--- src/common/nn_types_pkg.sv ---
package nn_types_pkg;

  // Width of one weight value
  localparam int data_len = 8;

  // Values per memory word and per assembled block
  localparam int vals_per_word  = 9;
  localparam int vals_per_block = 36;

  typedef enum logic [2:0] {
    layer0 = 3'd0,
    layer1 = 3'd1,
    layer2 = 3'd2,
    layer3 = 3'd3,
    affine = 3'd4
  } layer_sel_t;

  typedef logic [2:0] phase_t;

  // One memory word with value 0 in the low bits
  typedef logic [vals_per_word*data_len-1:0] wword_t;

  // Four words with word 0 in the low bits
  typedef logic [vals_per_block*data_len-1:0] wblock_t;

endpackage

--- src/common/weight_map_pkg.sv ---
package weight_map_pkg;

  // Block layout inside the weight memory
  localparam int words_per_block = 4;
  localparam int phase_stride    = 4;
  localparam int layer_stride    = 32;

  // Five layers of eight phases each
  localparam int wmem_depth  = 160;
  localparam int wmem_addr_w = 8;

  // Fetch lanes sharing the read port
  localparam int num_lanes  = 2;
  localparam int lane_idx_w = (num_lanes > 1) ? $clog2(num_lanes) : 1;

endpackage

--- src/common/wmem_port_if.sv ---
`timescale 1ns/1ps

interface wmem_port_if
  import nn_types_pkg::*;
  import weight_map_pkg::*;
();

  logic                   req;
  logic [wmem_addr_w-1:0] addr;
  logic                   gnt;
  logic                   rvalid;
  wword_t                 rdata;

  // Data returns one cycle after req and gnt meet at an edge
  modport lane (
    output req, addr,
    input  gnt, rvalid, rdata
  );

  modport arb (
    input  req, addr,
    output gnt, rvalid, rdata
  );

endinterface

--- src/weight_fetch/weight_fetch.sv ---
`timescale 1ns/1ps

module weight_fetch
  import nn_types_pkg::*;
  import weight_map_pkg::*;
(
  input  logic       clk,
  input  logic       arst_n,
  input  logic       load,
  input  layer_sel_t layer,
  input  phase_t     phase,
  wmem_port_if.lane  mem,
  output logic       valid,
  output wblock_t    block
);

  localparam int word_w = $bits(wword_t);

  logic                   busy;
  logic [2:0]             issue_cnt;
  logic [2:0]             ret_cnt;
  layer_sel_t             layer_q;
  phase_t                 phase_q;
  logic [wmem_addr_w-1:0] base;

  assign base = wmem_addr_w'(int'(layer_q) * layer_stride + int'(phase_q) * phase_stride);

  // Address held until granted
  assign mem.req  = busy && (int'(issue_cnt) < words_per_block);
  assign mem.addr = base + wmem_addr_w'(issue_cnt);

  // Layer and phase frozen for the whole load
  always_ff @(posedge clk) begin
    if (load && !busy) begin
      layer_q <= layer;
      phase_q <= phase;
    end
  end

  always_ff @(posedge clk or negedge arst_n) begin
    if (!arst_n) begin
      busy      <= 1'b0;
      issue_cnt <= '0;
      ret_cnt   <= '0;
      valid     <= 1'b0;
    end else if (!load) begin
      busy      <= 1'b0;
      issue_cnt <= '0;
      ret_cnt   <= '0;
      valid     <= 1'b0;
    end else if (!busy) begin
      busy <= 1'b1;
    end else begin
      if (mem.req && mem.gnt) begin
        issue_cnt <= issue_cnt + 3'd1;
      end
      if (mem.rvalid) begin
        ret_cnt <= ret_cnt + 3'd1;
      end
      if (int'(ret_cnt) == words_per_block) begin
        valid <= 1'b1;
      end
    end
  end

  // Returned words land in order of return
  always_ff @(posedge clk) begin
    if (load && busy && mem.rvalid && int'(ret_cnt) < words_per_block) begin
      block[ret_cnt*word_w +: word_w] <= mem.rdata;
    end
  end

endmodule

--- src/flat_wrapper.sv ---
// flat-port wrapper written by rule: the top's interface ports become plain ports
module weight_fetch_flat import nn_types_pkg::*; import weight_map_pkg::*;
  (clk, arst_n, load, layer, phase, valid, block, mem_req, mem_addr, mem_gnt, mem_rvalid, mem_rdata);
  wmem_port_if mem_i ();
  input  logic clk;
  input  logic arst_n;
  input  logic load;
  input  layer_sel_t layer;
  input  phase_t phase;
  output logic valid;
  output wblock_t block;
  output wire logic [$bits(mem_i.req)-1:0] mem_req;
  output wire logic [$bits(mem_i.addr)-1:0] mem_addr;
  input wire logic [$bits(mem_i.gnt)-1:0] mem_gnt;
  input wire logic [$bits(mem_i.rvalid)-1:0] mem_rvalid;
  input wire logic [$bits(mem_i.rdata)-1:0] mem_rdata;
  assign mem_req = mem_i.req;
  assign mem_addr = mem_i.addr;
  assign mem_i.gnt = mem_gnt;
  assign mem_i.rvalid = mem_rvalid;
  assign mem_i.rdata = mem_rdata;
  weight_fetch u_core (.clk(clk), .arst_n(arst_n), .load(load), .layer(layer), .phase(phase), .mem(mem_i), .valid(valid), .block(block));
endmodule
--- config.mk ---
export PLATFORM = sky130hd
export DESIGN_NAME = weight_fetch_flat
export DESIGN_NICKNAME = d
export VERILOG_FILES = /design/src/common/nn_types_pkg.sv /design/src/common/weight_map_pkg.sv /design/src/common/wmem_port_if.sv /design/src/weight_fetch/weight_fetch.sv /design/src/flat_wrapper.sv
export SDC_FILE = /design/constraint.sdc
export NUM_CORES = 1
export LEC_CHECK = 0
export BUFFER_PORTS_ARGS = -buffer_cell sky130_fd_sc_hd__buf_2
export CAP_MARGIN = 10
export CORE_MARGIN = 3
export CORE_UTILIZATION = 44
export DETAILED_ROUTE_END_ITERATION = 8
export HOLD_SLACK_MARGIN = 0.06
export PLACE_DENSITY = 0.71
export SLEW_MARGIN = 20
export SYNTH_ARGS = -nofsm -noshare
export SYNTH_HDL_FRONTEND = slang
export SYNTH_SLANG_ARGS = --single-unit
--- constraint.sdc ---
create_clock -name clk -period 8.6 [get_ports clk]
set_clock_uncertainty 0.1 [all_clocks]
set_input_delay 1.72 -clock clk [delete_from_list [all_inputs] [get_ports clk]]
set_output_delay 1.72 -clock clk [all_outputs]
set_load 0.1 [all_outputs]
==> flow_metrics.py <==
metrics = {
    "clocking": {
        "clkSlewWorstSetupHoldPaths_ps": 60,
        "cts_hold_buffers": 0,
        "tritoncts.num_buffers": 31,
        "clock-root-buffer": "sky130_fd_sc_hd__clkbuf_16",
        "cts.repair_timing.setup_buffer_count": 0,
        "tritoncts": "done",
        "numClockSinks": 302,
        "cts_resized": 0,
        "clock_tree.htree_level_count": 1,
        "clockBufferDepth": 3,
        "clock_latency_ps": 590,
    },
    "drt": {
        "post_drt_via_cell_ratio": 7.32,
        "totalWireLength_mm": 99.7,
        "detail_route.iter0.violations": 3607,
        "detail_route.wl_per_cell_microns": 38.2,
        "drc_errors": 0,
        "num_vias": 19100,
        "detailedRoute.firstPassIterationCount": 6,
        "final_antenna_net_count": 0,
    },
    "synthesis": {
        "async_reset_ff_share_pct": 2.65,
        "syn_area_sq_mm": 0.0185,
        "yosysWarningCount": 0,
        "postSynthAreaPerCell_sq_um": 10.4,
        "muxShareOfSynthArea_pct": 8.68,
        "postSynthCellCount": 1783,
        "synth_enable_flop_cells": 294,
        "synth_compound_area_share_pct": 23.7,
        "ys_ff_latch": 302,
        "simple_gate_share_of_the_synthesized_area_pct": 13.1,
        "synth_xor_xnor_area_share_pct": 0.378,
        "synth.distinct_cells": 75,
        "synth.net_count": 1876,
        "yosys_most_used_dff": "sky130_fd_sc_hd__edfxtp_1",
        "dominant_combinational_cell_family_by_area_after_synthesis": "compound AO/OA/AOI/OAI gates",
        "synth-seq-area-share_pct": 48.7,
        "post_synth_fa_ha_maj_area_fraction_pct": 0.675,
    },
    "global_routing": {
        "antenna_found_initial": 4,
        "grt_start_max_net_pins": 190,
        "grt_pass1_vias": 17700,
        "grt_pass1_wl_mm": 137,
        "overflow": 0,
        "globalRouteTotalUtil_pct": 43.0,
    },
    "min_path": {
        "worst_hold_path_startpoint": "u_core.valid$_DFFE_PN0P_",
        "worstHoldPathCells": 2,
        "worstHoldEndpoint": "u_core.valid$_DFFE_PN0P_",
        "min-delay-path-class": "flip-flop to flip-flop",
    },
    "timing": {
        "unrepaired_setup_endpoints_after_global_routing": "false",
        "fin_crit_ps": 5220,
        "max_slew.worst_pin.slew_ps": 1250,
        "hold_viol_final": 0,
        "max_clock_freq_mhz": 192,
        "maxSlewHeadroom_pct": 15.5,
        "finalSetupViolations": 0,
        "post-route-period-util_pct": 60.7,
        "setup_ws_ps": 3380,
        "setup_tns_after_final_layout_ps": 0,
        "maxSlewViolCount": 0,
    },
    "power": {
        "vdd.ir_drop.worst_mv": 0.132,
        "cellPowerDensity_mw_per_mm2": 193,
        "p_leak_nw": 7.57,
    },
    "die": {
        "dieArea_sq_mm": 0.0446,
        "num_rows": 74,
        "dieWidth_microns": 211,
        "start_util_pct": 45.0,
        "io_pins": 381,
        "design.core.area_sq_mm": 0.0412,
        "die_height_microns": 211,
    },
    "worst_setup_path": {
        "r2r_start": "u_core.ret_cnt[2]$_DFFE_PN0P_",
        "critical-path-slowest-cell": "sky130_fd_sc_hd__nor2_1",
        "r2r_cells": 8,
        "r2r-end": "u_core.block[150]$_DFFE_PP_",
        "setup.worst_path.end_class": "flip-flop",
        "cp_slowest_stage_delay_ps": 890,
        "r2r_slack_ps": 3380,
        "critical_path_start_end_classification": "flip-flop to flip-flop",
        "worst-endpoint-arrival_ps": 5490,
        "cp_cell_sequence": "nor2_1 > and3_1 > ha_1 > clkinv_1 > nor3_4 > buf_4 > nand2_1 > o31ai_1",
        "timing.critical_path.fanout_max": 23,
        "required_worst_endpoint_ps": 8870,
        "setup.worst_path.start_class": "flip-flop",
    },
    "cells_and_area": {
        "stdcell_count": 2612,
        "num-fill-cells": 3641,
        "layout.nets": 2149,
        "flow.area_growth_from_synthesis_pct": 17.8,
        "drive_above_1_share_pct": 26.8,
    },
    "place": {
        "dpl.hpwl_mm": 74.1,
        "numPortBuffers": 380,
        "dpl_worst_slack_ps": 3470,
        "gp_congestion": 1.09,
        "placedCellCount": 2555,
    },
    "outcome": {
        "status": "finished, final reports clean",
    },
    "job": {
        "max_cap_viol_count": 0,
    },
}
==> where the power goes <==
part           switching, mW  internal [mW]
registers            0.00732           1.62
logic                  0.949          0.277
clock network          0.577          0.777
==> layout by cell type (no fill, tap or decap), drive strengths merged, types with 41 or more instances in the layout <==
cell type / n
buf: 427
edfxtp: 294
o21ai: 153
a21oi: 131
nor2: 118
mux2i: 91
nand2: 90
o211ai: 67
nand3: 64
nand2b: 50
a211oi: 47
o22ai: 45
nor4: 41
==> synthesized netlist by cell type (15+ instances only) <==
library cell	n	area share, %
sky130_fd_sc_hd__edfxtp_1	294	48
sky130_fd_sc_hd__o21ai_0	148	4.0
sky130_fd_sc_hd__a21oi_1	131	3.5
sky130_fd_sc_hd__nor2_1	116	2.3
sky130_fd_sc_hd__mux2i_1	91	4.9
sky130_fd_sc_hd__clkbuf_1	90	1.8
sky130_fd_sc_hd__nand2_1	90	1.8
sky130_fd_sc_hd__o211ai_1	67	2.7
sky130_fd_sc_hd__buf_2	66	1.8
sky130_fd_sc_hd__nand3_1	64	1.7
sky130_fd_sc_hd__nand2b_1	50	1.7
sky130_fd_sc_hd__a211oi_1	47	1.9
sky130_fd_sc_hd__o22ai_1	45	1.5
sky130_fd_sc_hd__nor4_1	35	1.2
sky130_fd_sc_hd__nor3_1	32	0.86
sky130_fd_sc_hd__a221oi_1	31	1.5
sky130_fd_sc_hd__o221ai_1	30	1.4
sky130_fd_sc_hd__a22oi_1	29	1.2
sky130_fd_sc_hd__o2111ai_1	27	1.3
sky130_fd_sc_hd__mux2_2	24	1.5
sky130_fd_sc_hd__buf_1	20	0.41
sky130_fd_sc_hd__a22o_1	19	0.90
sky130_fd_sc_hd__mux4_2	19	2.3
sky130_fd_sc_hd__nor2b_1	16	0.54
sky130_fd_sc_hd__and3_1	15	0.51
==> metal layers <==
metal	vias up	track usage, %	share of wire, %
met5	-	0	0.049
met4	6	22.5	6.9
met3	384	13.2	14
met2	1792	60.8	41
met1	9287	59.5	38
li1	7662	-	-
==> sequential cells by signal, indices dropped and copies added, names as in the netlist <==
signal and cells:
u_core.block 288, u_core.issue_cnt 3, u_core.layer_q 3, u_core.phase_q 3, u_core.ret_cnt 3, u_core.busy 1
u_core.valid 1
==> worst max-delay path, delay by kind of cell, from the launching register on <==
| family | cells | cell delay (ps) |
|---|---|---|
| AO/OA/AOI/OAI | 1 | 470 |
| adder cells (fa/ha/maj) | 1 | 620 |
| buffers and inverters | 2 | 980 |
| flip-flops | 1 | 620 |
| AND/OR/NAND/NOR | 4 | 2180 |
==> cell type report <==
class	instances	area (sq um)	area share (%)
antenna	2	5.00	0.0229
clock buffer	35	791	3.62
clock inverter	20	209	0.957
inverter	10	37.5	0.172
multi-input combinational	1284	8810	40.4
sequential	302	9030	41.4
tap	532	666	3.05
timing repair buffer	427	2280	10.4
==> metrics by stage <==
stage	power [mW]	util (%)	cell area (sq um)	hold slack, ps
final	4.21	53.0	21800	451
after detailed placement	2.81	50.5	20800	447
after global routing	4.28	53.0	21800	534
after CTS	4.14	52.9	21800	464
after global placement	2.81	50.5	20800	434
after floorplan	2.35	-	18500	424
==> kinds of logic after synthesis <==
kind of cell / count (synthesis)
AO/OA/AOI/OAI: 659
AND/OR/NAND/NOR: 473
flip-flops: 302
buffers and inverters: 197
multiplexers: 134
adder cells (fa/ha/maj): 10
XOR/XNOR: 8
==> worst max-delay path by stage <==
stage                                        from                     endpoint
global placement    u_core.ret_cnt[2]$_DFFE_PN0P_   u_core.block[40]$_DFFE_PP_
detailed placement  u_core.ret_cnt[2]$_DFFE_PN0P_   u_core.block[45]$_DFFE_PP_
global route        u_core.ret_cnt[2]$_DFFE_PN0P_   u_core.block[61]$_DFFE_PP_
floorplan           u_core.ret_cnt[0]$_DFFE_PN0P_  u_core.block[192]$_DFFE_PP_
finish              u_core.ret_cnt[2]$_DFFE_PN0P_  u_core.block[150]$_DFFE_PP_
CTS                 u_core.ret_cnt[2]$_DFFE_PN0P_   u_core.block[41]$_DFFE_PP_
Note: power is estimated with default switching activity, not from simulation.
